**config.mk**
```make
export PLATFORM = sky130hd
export DESIGN_NAME = cpu_top
export DESIGN_NICKNAME = d
export VERILOG_FILES = /design/src/verilog/core_pkg.sv /design/src/verilog/cpu_top.sv /design/src/verilog/bus_arbiter.sv /design/src/verilog/load_store_unit.sv /design/src/verilog/exec_unit.sv /design/src/verilog/reg_file.sv /design/src/verilog/inst_decoder.sv /design/src/verilog/fetch_unit.sv
export VERILOG_INCLUDE_DIRS = /design/src /design/src/include
export SDC_FILE = /design/constraint.sdc
export NUM_CORES = 2
export LEC_CHECK = 0
export BUFFER_PORTS_ARGS = -buffer_cell sky130_fd_sc_hd__buf_2
export CORE_MARGIN = 4
export CORE_UTILIZATION = 45
export CTS_BUF_LIST = sky130_fd_sc_hd__clkbuf_4
export DETAILED_ROUTE_END_ITERATION = 6
export SLEW_MARGIN = 20
export SYNTH_ARGS = -nofsm -noshare
export SYNTH_HDL_FRONTEND = slang
export SYNTH_SLANG_ARGS = --single-unit
export TNS_END_PERCENT = 100
```
**constraint.sdc**
```tcl
create_clock -name aclk -period 6.5 [get_ports aclk]
set_input_delay 0.65 -clock aclk [delete_from_list [all_inputs] [get_ports aclk]]
set_output_delay 0.65 -clock aclk [all_outputs]
set_load 0.005 [all_outputs]
```
**src/include/core_consts.svh**
```systemverilog
`ifndef CORE_CONSTS_SVH
`define CORE_CONSTS_SVH

`define CORE_RESET_PC 32'h1c000000
`define WORD_W        32
`define REG_ADDR_W    5
`define LINK_REG      5'd1

// major opcode fields, compared against inst[31:15], [31:22], [31:25] or [31:26]
`define OPC_ADD_W     17'h00020
`define OPC_SUB_W     17'h00022
`define OPC_ADDI_W    10'h00a
`define OPC_LD_B      10'h0a0
`define OPC_LD_W      10'h0a2
`define OPC_ST_B      10'h0a4
`define OPC_ST_W      10'h0a6
`define OPC_LD_BU     10'h0a8
`define OPC_LU12I_W   7'h0a
`define OPC_BL        6'h15
`define OPC_BEQ       6'h16
`define OPC_BNE       6'h17

`endif
```
**src/verilog/core_pkg.sv**
```systemverilog
`include "core_consts.svh"

package core_pkg;

    typedef logic [`WORD_W-1:0]     word_t;
    typedef logic [`REG_ADDR_W-1:0] reg_idx_t;

    typedef enum logic [3:0] {
        OP_ADD_W,
        OP_SUB_W,
        OP_ADDI_W,
        OP_LU12I_W,
        OP_LD_W,
        OP_LD_B,
        OP_LD_BU,
        OP_ST_W,
        OP_ST_B,
        OP_BEQ,
        OP_BNE,
        OP_BL,
        OP_INVALID
    } inst_op_e;

    // same values as the bus size field
    typedef enum logic [1:0] {
        SIZE_BYTE = 2'd0,
        SIZE_WORD = 2'd2
    } mem_size_e;

    typedef enum logic [1:0] {EX_IDLE, EX_COMMIT, EX_MEM_WAIT} exec_state_e;

    typedef enum logic [1:0] {OWNER_NONE, OWNER_FETCH, OWNER_DATA} bus_owner_e;

endpackage

```
**src/verilog/cpu_top.sv**
```systemverilog
module cpu_top (
    input  logic               aclk,
    input  logic               aresetn,
    output logic               bus_req,
    output logic               bus_wr,
    output logic [1:0]         bus_size,
    output core_pkg::word_t    bus_addr,
    output logic [3:0]         bus_wstrb,
    output core_pkg::word_t    bus_wdata,
    input  logic               bus_addr_ok,
    input  logic               bus_data_ok,
    input  core_pkg::word_t    bus_rdata,
    output logic               debug_wb_valid,
    output core_pkg::word_t    debug_wb_pc,
    output logic [3:0]         debug_wb_rf_wen,
    output core_pkg::reg_idx_t debug_wb_rf_wnum,
    output core_pkg::word_t    debug_wb_rf_wdata,
    output core_pkg::word_t    debug_wb_inst
);
    import core_pkg::*;

    // fetch side
    logic      fetch_req;
    word_t     fetch_addr;
    logic      fetch_addr_ok;
    logic      fetch_data_ok;
    word_t     fetch_rdata;
    logic      inst_valid;
    word_t     inst_word;
    word_t     inst_pc;
    logic      inst_take;
    logic      redirect;
    word_t     redirect_pc;

    // data side
    logic      mem_start;
    inst_op_e  mem_op;
    word_t     mem_addr;
    word_t     mem_wdata;
    logic      mem_done;
    word_t     mem_rdata;
    logic      data_req;
    logic      data_wr;
    mem_size_e data_size;
    word_t     data_addr;
    logic [3:0] data_wstrb;
    word_t     data_wdata;
    logic      data_addr_ok;
    logic      data_data_ok;
    word_t     data_rdata;

    fetch_unit u_fetch (.*);

    exec_unit u_exec (.*);

    load_store_unit u_lsu (.*);

    bus_arbiter u_arbiter (.*);

endmodule

```
**src/verilog/bus_arbiter.sv**
```systemverilog
module bus_arbiter (
    input  logic                aclk,
    input  logic                aresetn,
    input  logic                fetch_req,
    input  core_pkg::word_t     fetch_addr,
    input  logic                data_req,
    input  logic                data_wr,
    input  core_pkg::mem_size_e data_size,
    input  core_pkg::word_t     data_addr,
    input  logic [3:0]          data_wstrb,
    input  core_pkg::word_t     data_wdata,
    input  logic                bus_addr_ok,
    input  logic                bus_data_ok,
    input  core_pkg::word_t     bus_rdata,
    output logic                bus_req,
    output logic                bus_wr,
    output logic [1:0]          bus_size,
    output core_pkg::word_t     bus_addr,
    output logic [3:0]          bus_wstrb,
    output core_pkg::word_t     bus_wdata,
    output logic                fetch_addr_ok,
    output logic                fetch_data_ok,
    output core_pkg::word_t     fetch_rdata,
    output logic                data_addr_ok,
    output logic                data_data_ok,
    output core_pkg::word_t     data_rdata
);
    import core_pkg::*;

    bus_owner_e grant_q;
    bus_owner_e resp_owner;
    bus_owner_e cur;

    // a held grant sticks, otherwise data beats fetch on an idle bus
    always_comb begin
        cur = grant_q;
        if (grant_q == OWNER_NONE && resp_owner == OWNER_NONE) begin
            if (data_req) begin
                cur = OWNER_DATA;
            end else if (fetch_req) begin
                cur = OWNER_FETCH;
            end
        end
    end

    always_ff @(posedge aclk) begin
        if (!aresetn) begin
            grant_q    <= OWNER_NONE;
            resp_owner <= OWNER_NONE;
        end else if (bus_req && bus_addr_ok) begin
            grant_q    <= OWNER_NONE;
            resp_owner <= cur;
        end else begin
            grant_q <= cur;
            if (bus_data_ok) begin
                resp_owner <= OWNER_NONE;
            end
        end
    end

    assign bus_req   = (cur != OWNER_NONE);
    assign bus_wr    = (cur == OWNER_DATA) && data_wr;
    assign bus_size  = (cur == OWNER_DATA) ? data_size : SIZE_WORD;
    assign bus_addr  = (cur == OWNER_DATA) ? data_addr : fetch_addr;
    assign bus_wstrb = (cur == OWNER_DATA) ? data_wstrb : 4'hf;
    assign bus_wdata = (cur == OWNER_DATA) ? data_wdata : '0;

    assign fetch_addr_ok = bus_addr_ok && (cur == OWNER_FETCH);
    assign data_addr_ok  = bus_addr_ok && (cur == OWNER_DATA);
    assign fetch_data_ok = bus_data_ok && (resp_owner == OWNER_FETCH);
    assign data_data_ok  = bus_data_ok && (resp_owner == OWNER_DATA);
    assign fetch_rdata   = bus_rdata;
    assign data_rdata    = bus_rdata;

    resp_has_owner_a: assert property (@(posedge aclk) disable iff (!aresetn)
        bus_data_ok |-> resp_owner != OWNER_NONE);

endmodule

```
**src/verilog/load_store_unit.sv**
```systemverilog
module load_store_unit (
    input  logic                aclk,
    input  logic                aresetn,
    input  logic                mem_start,
    input  core_pkg::inst_op_e  mem_op,
    input  core_pkg::word_t     mem_addr,
    input  core_pkg::word_t     mem_wdata,
    input  logic                data_addr_ok,
    input  logic                data_data_ok,
    input  core_pkg::word_t     data_rdata,
    output logic                data_req,
    output logic                data_wr,
    output core_pkg::mem_size_e data_size,
    output core_pkg::word_t     data_addr,
    output logic [3:0]          data_wstrb,
    output core_pkg::word_t     data_wdata,
    output logic                mem_done,
    output core_pkg::word_t     mem_rdata
);
    import core_pkg::*;

    logic       is_word;
    logic       ld_signed;
    logic [7:0] lane_byte;
    word_t      load_val;

    assign is_word = (mem_op == OP_LD_W) || (mem_op == OP_ST_W);

    always_ff @(posedge aclk) begin
        if (!aresetn) begin
            data_req <= 1'b0;
            mem_done <= 1'b0;
        end else begin
            mem_done <= data_data_ok;
            if (mem_start) begin
                data_req <= 1'b1;
            end else if (data_addr_ok) begin
                data_req <= 1'b0;
            end
        end
    end

    always_ff @(posedge aclk) begin
        if (mem_start) begin
            data_wr    <= (mem_op == OP_ST_W) || (mem_op == OP_ST_B);
            data_size  <= is_word ? SIZE_WORD : SIZE_BYTE;
            data_addr  <= mem_addr;
            data_wstrb <= is_word ? 4'hf : 4'b0001 << mem_addr[1:0];
            // byte store goes out on every lane
            data_wdata <= is_word ? mem_wdata : {4{mem_wdata[7:0]}};
            ld_signed  <= (mem_op == OP_LD_B);
        end
        if (data_data_ok) begin
            mem_rdata <= load_val;
        end
    end

    assign lane_byte = data_rdata[{data_addr[1:0], 3'b000} +: 8];

    always_comb begin
        if (data_size == SIZE_WORD) begin
            load_val = data_rdata;
        end else if (ld_signed) begin
            load_val = {{24{lane_byte[7]}}, lane_byte};
        end else begin
            load_val = {24'b0, lane_byte};
        end
    end

    data_strobe_shape_a: assert property (@(posedge aclk) disable iff (!aresetn)
        data_req |-> (data_size == SIZE_WORD) ? (data_wstrb == 4'hf) : $onehot(data_wstrb));

endmodule

```
**src/verilog/exec_unit.sv**
```systemverilog
module exec_unit (
    input  logic               aclk,
    input  logic               aresetn,
    input  logic               inst_valid,
    input  core_pkg::word_t    inst_word,
    input  core_pkg::word_t    inst_pc,
    input  logic               mem_done,
    input  core_pkg::word_t    mem_rdata,
    output logic               inst_take,
    output logic               redirect,
    output core_pkg::word_t    redirect_pc,
    output logic               mem_start,
    output core_pkg::inst_op_e mem_op,
    output core_pkg::word_t    mem_addr,
    output core_pkg::word_t    mem_wdata,
    output logic               debug_wb_valid,
    output core_pkg::word_t    debug_wb_pc,
    output logic [3:0]         debug_wb_rf_wen,
    output core_pkg::reg_idx_t debug_wb_rf_wnum,
    output core_pkg::word_t    debug_wb_rf_wdata,
    output core_pkg::word_t    debug_wb_inst
);
    import core_pkg::*;

    exec_state_e state;
    inst_op_e    op;
    reg_idx_t    rd;
    reg_idx_t    rj;
    reg_idx_t    rk;
    reg_idx_t    raddr2;
    word_t       imm;
    word_t       rj_val;
    word_t       r2_val;
    word_t       alu_res;
    logic        is_store;
    logic        is_mem;
    logic        taken;
    logic        wen_dec;
    logic        c_wen;
    logic        c_taken;
    reg_idx_t    c_wnum;
    word_t       c_wdata;
    word_t       c_target;
    word_t       c_pc;
    word_t       c_inst;

    inst_decoder u_decoder (
        .inst     (inst_word),
        .op       (op),
        .rd       (rd),
        .rj       (rj),
        .rk       (rk),
        .imm      (imm),
        .is_store (is_store)
    );

    // stores and branches read rd as their second operand
    assign raddr2 = (is_store || op == OP_BEQ || op == OP_BNE) ? rd : rk;

    reg_file u_reg_file (
        .aclk    (aclk),
        .aresetn (aresetn),
        .raddr1  (rj),
        .raddr2  (raddr2),
        .wen     (debug_wb_valid && c_wen),
        .waddr   (c_wnum),
        .wdata   (c_wdata),
        .rdata1  (rj_val),
        .rdata2  (r2_val)
    );

    assign is_mem = is_store || op == OP_LD_W || op == OP_LD_B || op == OP_LD_BU;

    always_comb begin
        alu_res = '0;
        taken   = 1'b0;
        wen_dec = 1'b1;
        case (op)
            OP_ADD_W:   alu_res = rj_val + r2_val;
            OP_SUB_W:   alu_res = rj_val - r2_val;
            OP_ADDI_W:  alu_res = rj_val + imm;
            OP_LU12I_W: alu_res = imm;
            OP_BL: begin
                alu_res = inst_pc + 32'd4;
                taken   = 1'b1;
            end
            OP_BEQ: begin
                taken   = (rj_val == r2_val);
                wen_dec = 1'b0;
            end
            OP_BNE: begin
                taken   = (rj_val != r2_val);
                wen_dec = 1'b0;
            end
            OP_ST_W, OP_ST_B, OP_INVALID: wen_dec = 1'b0;
            default: alu_res = '0;
        endcase
    end

    assign inst_take = (state == EX_IDLE) && inst_valid;
    assign mem_start = inst_take && is_mem;
    assign mem_op    = op;
    assign mem_addr  = rj_val + imm;
    assign mem_wdata = r2_val;

    always_ff @(posedge aclk) begin
        if (!aresetn) begin
            state <= EX_IDLE;
        end else begin
            case (state)
                EX_IDLE: begin
                    if (inst_valid) begin
                        state <= is_mem ? EX_MEM_WAIT : EX_COMMIT;
                    end
                end
                EX_MEM_WAIT: begin
                    if (mem_done) begin
                        state <= EX_COMMIT;
                    end
                end
                default: state <= EX_IDLE;
            endcase
        end
    end

    always_ff @(posedge aclk) begin
        if (inst_take) begin
            c_pc     <= inst_pc;
            c_inst   <= inst_word;
            c_wen    <= wen_dec;
            c_wnum   <= rd;
            c_wdata  <= alu_res;
            c_taken  <= taken;
            c_target <= inst_pc + imm;
        end else if (mem_done) begin
            c_wdata <= mem_rdata;
        end
    end

    assign debug_wb_valid    = (state == EX_COMMIT);
    assign debug_wb_pc       = c_pc;
    assign debug_wb_rf_wen   = {4{c_wen}};
    assign debug_wb_rf_wnum  = c_wnum;
    assign debug_wb_rf_wdata = c_wdata;
    assign debug_wb_inst     = c_inst;
    assign redirect          = debug_wb_valid && c_taken;
    assign redirect_pc       = c_target;

    mem_done_in_wait_a: assert property (@(posedge aclk) disable iff (!aresetn)
        mem_done |-> state == EX_MEM_WAIT);

endmodule

```
**src/verilog/reg_file.sv**
```systemverilog
module reg_file (
    input  logic               aclk,
    input  logic               aresetn,
    input  core_pkg::reg_idx_t raddr1,
    input  core_pkg::reg_idx_t raddr2,
    input  logic               wen,
    input  core_pkg::reg_idx_t waddr,
    input  core_pkg::word_t    wdata,
    output core_pkg::word_t    rdata1,
    output core_pkg::word_t    rdata2
);
    import core_pkg::*;

    word_t regs [32];

    always_ff @(posedge aclk) begin
        if (aresetn && wen && (waddr != '0)) begin
            regs[waddr] <= wdata;
        end
    end

    // r0 is wired to zero
    assign rdata1 = (raddr1 == '0) ? '0 : regs[raddr1];
    assign rdata2 = (raddr2 == '0) ? '0 : regs[raddr2];

endmodule

```
**src/verilog/inst_decoder.sv**
```systemverilog
`include "core_consts.svh"

module inst_decoder (
    input  core_pkg::word_t    inst,
    output core_pkg::inst_op_e op,
    output core_pkg::reg_idx_t rd,
    output core_pkg::reg_idx_t rj,
    output core_pkg::reg_idx_t rk,
    output core_pkg::word_t    imm,
    output logic               is_store
);
    import core_pkg::*;

    word_t si12;
    word_t si20;
    word_t offs16;
    word_t offs26;

    assign si12   = {{20{inst[21]}}, inst[21:10]};
    assign si20   = {inst[24:5], 12'b0};
    assign offs16 = {{14{inst[25]}}, inst[25:10], 2'b00};
    // offs26 keeps its high part in the low bits of the word
    assign offs26 = {{4{inst[9]}}, inst[9:0], inst[25:10], 2'b00};

    always_comb begin
        if (inst[31:15] == `OPC_ADD_W)
            op = OP_ADD_W;
        else if (inst[31:15] == `OPC_SUB_W)
            op = OP_SUB_W;
        else if (inst[31:22] == `OPC_ADDI_W)
            op = OP_ADDI_W;
        else if (inst[31:22] == `OPC_LD_W)
            op = OP_LD_W;
        else if (inst[31:22] == `OPC_LD_B)
            op = OP_LD_B;
        else if (inst[31:22] == `OPC_LD_BU)
            op = OP_LD_BU;
        else if (inst[31:22] == `OPC_ST_W)
            op = OP_ST_W;
        else if (inst[31:22] == `OPC_ST_B)
            op = OP_ST_B;
        else if (inst[31:25] == `OPC_LU12I_W)
            op = OP_LU12I_W;
        else if (inst[31:26] == `OPC_BEQ)
            op = OP_BEQ;
        else if (inst[31:26] == `OPC_BNE)
            op = OP_BNE;
        else if (inst[31:26] == `OPC_BL)
            op = OP_BL;
        else
            op = OP_INVALID;
    end

    always_comb begin
        case (op)
            OP_ADDI_W, OP_LD_W, OP_LD_B, OP_LD_BU, OP_ST_W, OP_ST_B: imm = si12;
            OP_LU12I_W:     imm = si20;
            OP_BEQ, OP_BNE: imm = offs16;
            OP_BL:          imm = offs26;
            default:        imm = '0;
        endcase
    end

    assign rd       = (op == OP_BL) ? `LINK_REG : inst[4:0];
    assign rj       = inst[9:5];
    assign rk       = inst[14:10];
    assign is_store = (op == OP_ST_W) || (op == OP_ST_B);

endmodule

```
**src/verilog/fetch_unit.sv**
```systemverilog
`include "core_consts.svh"

module fetch_unit (
    input  logic            aclk,
    input  logic            aresetn,
    input  logic            inst_take,
    input  logic            redirect,
    input  core_pkg::word_t redirect_pc,
    input  logic            fetch_addr_ok,
    input  logic            fetch_data_ok,
    input  core_pkg::word_t fetch_rdata,
    output logic            fetch_req,
    output core_pkg::word_t fetch_addr,
    output logic            inst_valid,
    output core_pkg::word_t inst_word,
    output core_pkg::word_t inst_pc
);
    import core_pkg::*;

    word_t pc;
    word_t start_pc;
    logic  inflight;
    logic  discard;
    logic  issue;

    // a redirect in the issue cycle goes straight to the target
    assign start_pc = redirect ? redirect_pc : pc;
    assign issue    = !fetch_req && !inflight && !inst_valid;

    always_ff @(posedge aclk) begin
        if (!aresetn) begin
            pc         <= `CORE_RESET_PC;
            fetch_req  <= 1'b0;
            inflight   <= 1'b0;
            discard    <= 1'b0;
            inst_valid <= 1'b0;
        end else begin
            if (issue) begin
                fetch_req <= 1'b1;
                pc        <= start_pc + 32'd4;
            end else if (redirect) begin
                pc <= redirect_pc;
            end
            if (fetch_req && fetch_addr_ok) begin
                fetch_req <= 1'b0;
                inflight  <= 1'b1;
            end
            if (fetch_data_ok) begin
                inflight <= 1'b0;
                discard  <= 1'b0;
            end
            // wrong-path fetch still outstanding, drop its answer later
            if (redirect && (fetch_req || inflight) && !fetch_data_ok) begin
                discard <= 1'b1;
            end
            if (redirect || inst_take) begin
                inst_valid <= 1'b0;
            end else if (fetch_data_ok && !discard) begin
                inst_valid <= 1'b1;
            end
        end
    end

    always_ff @(posedge aclk) begin
        if (issue) begin
            fetch_addr <= start_pc;
        end
        if (fetch_data_ok) begin
            inst_word <= fetch_rdata;
            inst_pc   <= fetch_addr;
        end
    end

    fetch_addr_hold_a: assert property (@(posedge aclk) disable iff (!aresetn)
        fetch_req && !fetch_addr_ok |=> fetch_req && $stable(fetch_addr));

endmodule

```
# Word-level counts from Yosys, hierarchy flattened
# Memories as Yosys holds them, arrays and structs flattened. A register that Yosys moved wholly into a read port is not among the register bits.
# Cells that the tools add are included.
[op_classes] eq_ne=35 mul=0 n_reduce_logical=53 addsub=6 muxes=48 n_lt_le_gt_ge=0 div=0 shifts=2 bitwise_logic=1
[op_table] operator="$mux W32" count=11
[op_table] operator="$pmux W32 S5" count=1
[op_table] operator="$pmux W32 S4" count=1
[op_table] operator="$add A32 B32 Y32" count=3
[op_table] operator="$add A32 B3 Y32 const B" count=2
[op_table] operator="$eq A10 B8 Y1 const B" count=5
[op_table] operator="$mux W4" count=10
[op_table] operator="$eq A17 B6 Y1 const B" count=2
[op_table] operator="$eq A32 B32 Y1" count=1
[op_table] operator="$ne A32 B32 Y1" count=1
[op_table] operator="$shiftx A32 B6 Y8" count=1
[op_table] operator="$sub A32 B32 Y32" count=1
[op_table] operator="$eq A4 B4 Y1 const B" count=5
[op_table] operator="$mux W2" count=10
[op_table] operator="$logic_and A1 B1 Y1" count=19
[op_table] operator="$eq A6 B5 Y1 const B" count=3
[op_table] operator="$eq A4 B3 Y1 const B" count=4
[op_table] operator="$mux W5" count=3
[op_table] operator="$eq A10 B4 Y1 const B" count=1
[op_table] operator="$logic_not A5 Y1" count=2
[op_table] operator="$reduce_bool A2 Y1" count=5
[op_table] operator="$reduce_or A2 Y1" count=5
[op_table] operator="$logic_or A1 B1 Y1" count=9
[op_table] operator="$mux W3" count=3
[op_table] operator="other kinds (19)" count=37
[word_totals] romBits=0 in_bits=36 latchBits=0 regBits=379 ramBits=1024 output_inout_bits=178 mem_count=1
[mem_list] memory="u_exec.u_reg_file.regs" words=32 word_bits=32 read_ports=2 rd_clocked_by_memory_dff=1 wr=1 line="reg_file.sv:14" source="word_t regs [32];"

# Logic depth before layout (Yosys ltp)
[depth] word_depth=23 ltp_mapped=34 ltp_nobuf=27

# Modules after synthesis
# Synthesis repeated with hierarchy kept, for this count alone.
[hier_totals] hier_cells=4658 area_unflattened_um2=71329.7
[modules_own_cells] module="reg_file" seq_area_each_um2=30749.5 cells_each=2370 area_each_um2=47195.3 n_inst=1
[modules_own_cells] module="exec_unit" seq_area_each_um2=4093.9 cells_each=1372 area_each_um2=12323.1 n_inst=1
[modules_own_cells] module="fetch_unit" seq_area_each_um2=3603.5 cells_each=362 area_each_um2=5232.5 n_inst=1
[modules_own_cells] module="load_store_unit" seq_area_each_um2=3133.0 cells_each=254 area_each_um2=4164.0 n_inst=1
[modules_own_cells] module="bus_arbiter" seq_area_each_um2=80.1 cells_each=173 area_each_um2=1547.7 n_inst=1
[modules_own_cells] module="inst_decoder" seq_area_each_um2=0.0 cells_each=127 area_each_um2=867.1 n_inst=1

# Worst setup path before layout
# No wires, ideal clock.
[synth_path] path_type="reg-to-reg" start="register u_fetch.inst_word[22]" end="register u_exec.c_wdata[28] (netlist: u_exec.debug_wb_rf_wdata[28]) (data pin)" path_slack_ns=-0.156 stages_incl_launch_ff=29 period_less_slack_ns=6.656 t_arrival_ns=6.389 path_buffers=3 path_cell_list="edfxtp_1 > or4_4 > or4_4 > a221oi_4 > a21o_1 > buf_4 > o21ai_2 > and2_4 > buf_2 > buf_4 > a311oi_1 > a311oi_1 > o31ai_1 > ha_1 > inv_1 > fa_1 > o21bai_1 > a21oi_1 > o21ai_0 > a2111oi_0 > a221o_1 > o41a_1 > o211ai_1 > nand3_1 > a21oi_1 > o31ai_1 > xnor2_1 > a221oi_1 > o21ai_0"
[synth_via] elab_chain_cells=19 elab_cells_between_ends=44 cone_classes="add/sub (3); eq/ne (19); mux (14); reduce/logical (7); memory (1)"
[synth_rtl] element="start: declaration" line="fetch_unit.sv:15" source="output core_pkg::word_t inst_word,"
[synth_rtl] element="start signal: assignment" line="fetch_unit.sv:69" source="inst_word <= fetch_rdata;"
[synth_rtl] element="$eq A10 B8 Y1 (no source line)"
[synth_rtl] element="$mux W4" line="inst_decoder.sv:40" source="else if (inst[31:22] == `OPC_ST_B)"
[synth_rtl] element="$mux W4" line="inst_decoder.sv:38" source="else if (inst[31:22] == `OPC_ST_W)"
[synth_rtl] element="$mux W4" line="inst_decoder.sv:36" source="else if (inst[31:22] == `OPC_LD_BU)"
[synth_rtl] element="$mux W4" line="inst_decoder.sv:34" source="else if (inst[31:22] == `OPC_LD_B)"
[synth_rtl] element="$mux W4" line="inst_decoder.sv:32" source="else if (inst[31:22] == `OPC_LD_W)"
[synth_rtl] element="$mux W4" line="inst_decoder.sv:30" source="else if (inst[31:22] == `OPC_ADDI_W)"
[synth_rtl] element="$mux W4" line="inst_decoder.sv:28" source="else if (inst[31:15] == `OPC_SUB_W)"
[synth_rtl] element="(+3 left out)"
[synth_rtl] element="$logic_or A1 B1 Y1 (2 in a row)" line="exec_unit.sv:58" source="assign raddr2 = (is_store || op == OP_BEQ || op == OP_BNE) ? rd : rk;"
[synth_rtl] element="$mux W5 (*)" line="exec_unit.sv:58"
[synth_rtl] element="$mem_v2 Z32 W32 / $logic_not A5 Y1 (equally long branches)"
[synth_rtl] element="$mux W32 (*)" line="reg_file.sv:24" source="assign rdata2 = (raddr2 == '0) ? '0 : regs[raddr2];"
[synth_rtl] element="via mem_wdata[0]" line="cpu_top.sv:39" source="word_t mem_wdata;"
[synth_rtl] element="$sub A32 B32 Y32 / $add A32 B32 Y32 (equally long branches)" line="exec_unit.sv:80, exec_unit.sv:79"
[synth_rtl] element="$pmux W32 S5 (*)" line="exec_unit.sv:78" source="case (op)"
[synth_rtl] element="$mux W32 (*)" line="exec_unit.sv:127" source="if (inst_take) begin"
[synth_rtl] element="end signal: assignment" line="exec_unit.sv:132" source="c_wdata <= alu_res;"
[synth_rtl] element="end signal: assignment" line="exec_unit.sv:136" source="c_wdata <= mem_rdata;"
[synth_rtl] element="end: declaration" line="exec_unit.sv:42" source="word_t c_wdata;"
# The timed path passes the listed nets; every way through them passes the cells marked *.
# A chain may end at the register's enable or synchronous reset.

# Final worst setup path
[layout_path] start="register u_fetch.inst_word[31]" end="register u_exec.c_wdata[24] (netlist: u_exec.debug_wb_rf_wdata[24]) (data pin)"
[layout_via] elab_chain_cells=23 elab_cells_between_ends=52 cone_classes="add/sub (3); eq/ne (23); mux (18); reduce/logical (7); memory (1)"
[layout_rtl] element="$eq A6 B5 Y1 (no source line)"
[layout_rtl] element="$mux W3" line="inst_decoder.sv:48" source="else if (inst[31:26] == `OPC_BL)"
[layout_rtl] element="$mux W3" line="inst_decoder.sv:46" source="else if (inst[31:26] == `OPC_BNE)"
[layout_rtl] element="$mux W3" line="inst_decoder.sv:44" source="else if (inst[31:26] == `OPC_BEQ)"
[layout_rtl] element="$mux W4" line="inst_decoder.sv:42" source="else if (inst[31:25] == `OPC_LU12I_W)"
[layout_rtl] element="$mux W4" line="inst_decoder.sv:40"
[layout_rtl] element="$mux W4" line="inst_decoder.sv:38"
[layout_rtl] element="$mux W4" line="inst_decoder.sv:36"
[layout_rtl] element="(+7 left out)"
[layout_rtl] element="$logic_or A1 B1 Y1 (2 in a row)" line="exec_unit.sv:58"
[layout_rtl] element="$mux W5 (*)" line="exec_unit.sv:58"
[layout_rtl] element="$mem_v2 Z32 W32 / $logic_not A5 Y1 (equally long branches)"
[layout_rtl] element="$mux W32 (*)" line="reg_file.sv:24"
[layout_rtl] element="via mem_wdata[2]" line="cpu_top.sv:39"
[layout_rtl] element="$sub A32 B32 Y32 / $add A32 B32 Y32 (equally long branches)" line="exec_unit.sv:80, exec_unit.sv:79"
[layout_rtl] element="$pmux W32 S5 (*)" line="exec_unit.sv:78"
[layout_rtl] element="$mux W32 (*)" line="exec_unit.sv:127"
# Marks and branches as above.

==> summary.md <==
| Metric | Value |
|---|---|
| Status | complete, but fails checks |
| Violated checks | setup timing |
| Clock share of power | 36.3% |
| # setup viols final | 20 |
| CP Launch Type | flop |
| Post-route ant nets | 0 |
| TNS Setup | -6150 ps |
| Switch Pwr | approximately 0.0058 W |
| Maximum clock frequency | 0.143 GHz |
| Worst Path Required | between 7000 and 8000 ps |
| Synthesis Warnings | 0 |
| Least-Margin Pin Slew | 1210 ps |
| Initial antenna violation count | 8 |
| Arrival time worst endpoint | roughly 8000 ps |
| Clk root buf | clkbuf_4 |
| Cell mode on critical path | buf_6 |
| RePlAce Congestion | 1.03 |
| Fin. max-slew vios | 0 |
| Share of post-route cells with drive strength above 1 | roughly 31% |
| Wire per inst | roughly 30 um |
| Seq pwr share | between 40% and 50% |
| Synth Instances | 5,631 |
| Top cells by area in the synthesized netlist | edfxtp_1, mux4_2, nand2_1, nand3_1, ha_1 |
| Die H | between 400 and 500 um |
| Int Power | roughly 0.016 W |
| Area after DPL | a little under 80,000 um^2 |
| HPWL after DPL | 177 mm |
| Final worst path period share | 107% |
| Clk_skew | between 150 and 200 ps |
| Yosys top cell by area | edfxtp_1 |
| Vias per std cell | roughly 6.2 |
| Worst-Skew Late Latency | approximately 1400 ps |
| Router iterations before antenna repair | 6 |
| Global-route wire length before repair | roughly 380 mm |
| Sw frac | 27.1% |
| Setup ws final | -473 ps |
| DRC violations left | 0 |
| Pwr Density | about 250 nW/um^2 |
| EDFF count, synth | 1,358 |
| CTS clk-pin slew, worst paths | ~60 ps |
| Fin area | about 86,000 um^2 |
| Final hold violations | 0 |
| Final min period | approximately 7000 ps |
| Crit path kind | flop to flop |
| Avg Cell Area, Syn | around 13 um^2 |
| CP Max Fanout | 9 |
| Design Power | ~0.021 W |
| Logic pwr share | ~16% |
| Via count | about 56k |
| Full die area | between 150,000 and 200,000 um^2 |
| Seq/Total Area, Yosys | around three fifths |
| Cell Rows | ~150 |
| Max-slew headroom | a little under a fifth |
| Synthesis-stage register bit count | 1,407 |
| Sink Count | roughly 1.4k |
| Critical Path End Type | flop |
| Largest stage delay, worst path | 550 ps |
| Area of the mapped netlist | approximately 71,000 um^2 |
| Sequential Area | between 40,000 and 50,000 um^2 |
| GR Util All Layers | 31.5% |
| Layout filler cell count | approximately 13k |
| Initial drt markers | 7,487 |
| DIE WIDTH | between 400 and 500 um |
| # nets final | 6,798 |
| CP max-delay cell | or4_4 |
| RSZ-0062 raised after global routing | yes |
| Drt total wl | ~260 mm |
| Post-synthesis async set-or-reset flop share | 0% |
| Worst min-delay path category | input port to flop |
| Synth cell types | a little over 90 |
| Max Cap Violations | 0 |
| Largest net degree at the start of global routing | between 70 and 80 |
| Total grt overflow | 0 |
| Synthesis-to-finish area growth | 21.1% |
| Clock Path Buffers | 4 |
| Vias in the first global route | 54.0k |
| Yosys top cell area share | 57.3% |
| Core ar. | between 150,000 and 200,000 um^2 |
| H-tree Lvls | 5 |
| Port bufs | between 200 and 250 |
| CTS Buf Count | approximately 380 |
| Multi-input gate area | between 20,000 and 30,000 um^2 |
| Top_reg_cell synth | edfxtp_1 |
| Max VDD drop | ~0.2 mV |
| Hold Slack | about 110 ps |
| P_leak | 32.1 nW |
| Starting density of the core | between 40% and 50% |
| Ports | ~210 |
| CTS tree | done |
==> worst max-delay path: cells and delay by family, from the launching register on <==
family	cells	cell delay, ps
adder cells (fa/ha/maj)	1	150
AO/OA/AOI/OAI	16	3070
buffers and inverters	12	1600
flip-flops	1	390
AND/OR/NAND/NOR	7	1420
XOR/XNOR	1	110
==> sequential cells by signal (all words and copies together) (netlist names), 2 cells and up, named ones only <==
name,cells
u_fetch.inst_word,32
u_arbiter.grant_q,2
u_exec.state,2
u_exec.debug_wb_rf_wdata,32
u_lsu.mem_rdata,32
u_lsu.data_addr,32
u_exec.debug_wb_inst,32
u_lsu.data_wstrb,4
u_exec.u_reg_file.regs,1024
u_exec.debug_wb_rf_wnum,5
u_arbiter.resp_owner,2
u_exec.debug_wb_pc,32
u_exec.redirect_pc,32
u_fetch.inst_pc,32
u_fetch.fetch_addr,32
u_fetch.pc,32
u_lsu.data_wdata,32
==> power by group through the flow <==
stage	registers (W)	logic [W]	clock network (W)
3_3_place_gp	0.0103	0.00301	0
5_1_grt	0.0101	0.00365	0.00840
6_report	0.0101	0.00346	0.00774
4_1_cts	0.0101	0.00325	0.00788
2_1_floorplan	0.0103	0.00167	0
3_5_place_dp	0.0103	0.00302	0
==> cells in the final DEF, fill, tap and decap left out, drive strengths merged, types with 26 or more instances in the layout <==
cell         instances
and2                60
xnor2              100
mux4               321
nor2               199
edfxtp            1358
nand3              441
ha                 129
buf                913
nor3                60
a21boi              29
o21a                47
clkinv              89
a211oi              36
mux2i               63
a21oi              167
o21ai              117
a311oi             126
and3                98
conb                33
a21o                44
inv                110
xor2                26
a31oi               47
mux2                58
nand2b              43
nor2b               28
o21bai              28
dfxtp               49
clkbuf             556
dlygate4sd3         46
nand2             1156
==> path summary, 6_finish.rpt <==
kind	slack (ps)	depth (start not counted)	end	start
worst max-delay path	-470	37	u_exec.debug_wb_rf_wdata[24]	u_fetch.inst_word[31]
worst min-delay path	110	2	u_fetch.inst_word[8]	bus_rdata[8]
worst max register to register	-470	37	u_exec.debug_wb_rf_wdata[24]	u_fetch.inst_word[31]
worst min register to register	440	0	u_fetch.inst_pc[26]	u_fetch.fetch_addr[26]
==> kinds of logic (layout without fill, tap and decap cells) <==
group	after synthesis	count (layout)	share of synthesized area (%)
flops	1407	1407	58.6
buf+inv	490	1720	3.24
compound gates	846	846	8.48
fa+ha+maj	133	133	2.38
other cells	1	44	0.00527
mux	442	442	12.0
simple gates	2186	2187	13.7
xor+xnor	126	126	1.55
==> cells in the mapped netlist (22+ instances only) <==
cell type	number
nand3_1	439
edfxtp_1	1358
and2_1	59
nand2b_1	43
nor2b_1	28
or3_1	25
xnor2_1	100
o21bai_1	28
o21a_1	45
dfxtp_1	49
a311oi_1	126
nor3_1	58
buf_4	70
a31oi_1	47
mux4_2	321
clkbuf_1	169
nand2_1	1153
nand4_1	22
nor2_1	195
xor2_1	26
buf_2	102
and3_1	98
mux2_2	56
a21oi_1	164
o21ai_0	103
mux2i_1	63
a21boi_0	25
a21o_1	44
inv_1	108
ha_1	129
buf_1	31
a221o_1	23
a211oi_1	36
==> through the flow <==
stage,util [%],setup WS [ps],instances
final,55.0,-473,8963
after global placement,50.2,-972,8175
after floorplan,-,-22.0,5663
after global routing,55.0,-730,8961
after CTS,54.4,-497,8920
after detailed placement,50.2,-1070,8176
==> cell type report <==
type,instances,share of cell area [%]
Clock inverter,95,0.541
Inverter,108,0.484
Antenna cell,11,0.0319
Sequential cell,1407,48.4
Tap cell,2058,2.99
Clock buffer,554,4.82
Timing Repair Buffer,963,9.20
Multi-Input combinational cell,3767,33.5
==> timing repair <==
action / in CTS / in global routing
hold endpoints to repair: 145 / 0
resized for setup: 193 / 148
gates cloned: 6 / 2
pin swaps: 57 / 81
setup buffers: 46 / 30
hold buffers: 46 / 0
endpoints found under the setup margin: 25 / 28
==> layer usage <==
metal / GRT usage [%] / part of all wire [%] / up-vias
met2: 50.1 / 46 / 3606
met3: 7.01 / 10 / 778
li1: - / - / 23700
met4: 16.5 / 5.9 / 2
met1: 40.7 / 37 / 27700
met5: 0 / 0.0049 / -
No activity file was read; power rests on OpenSTA's default activity.
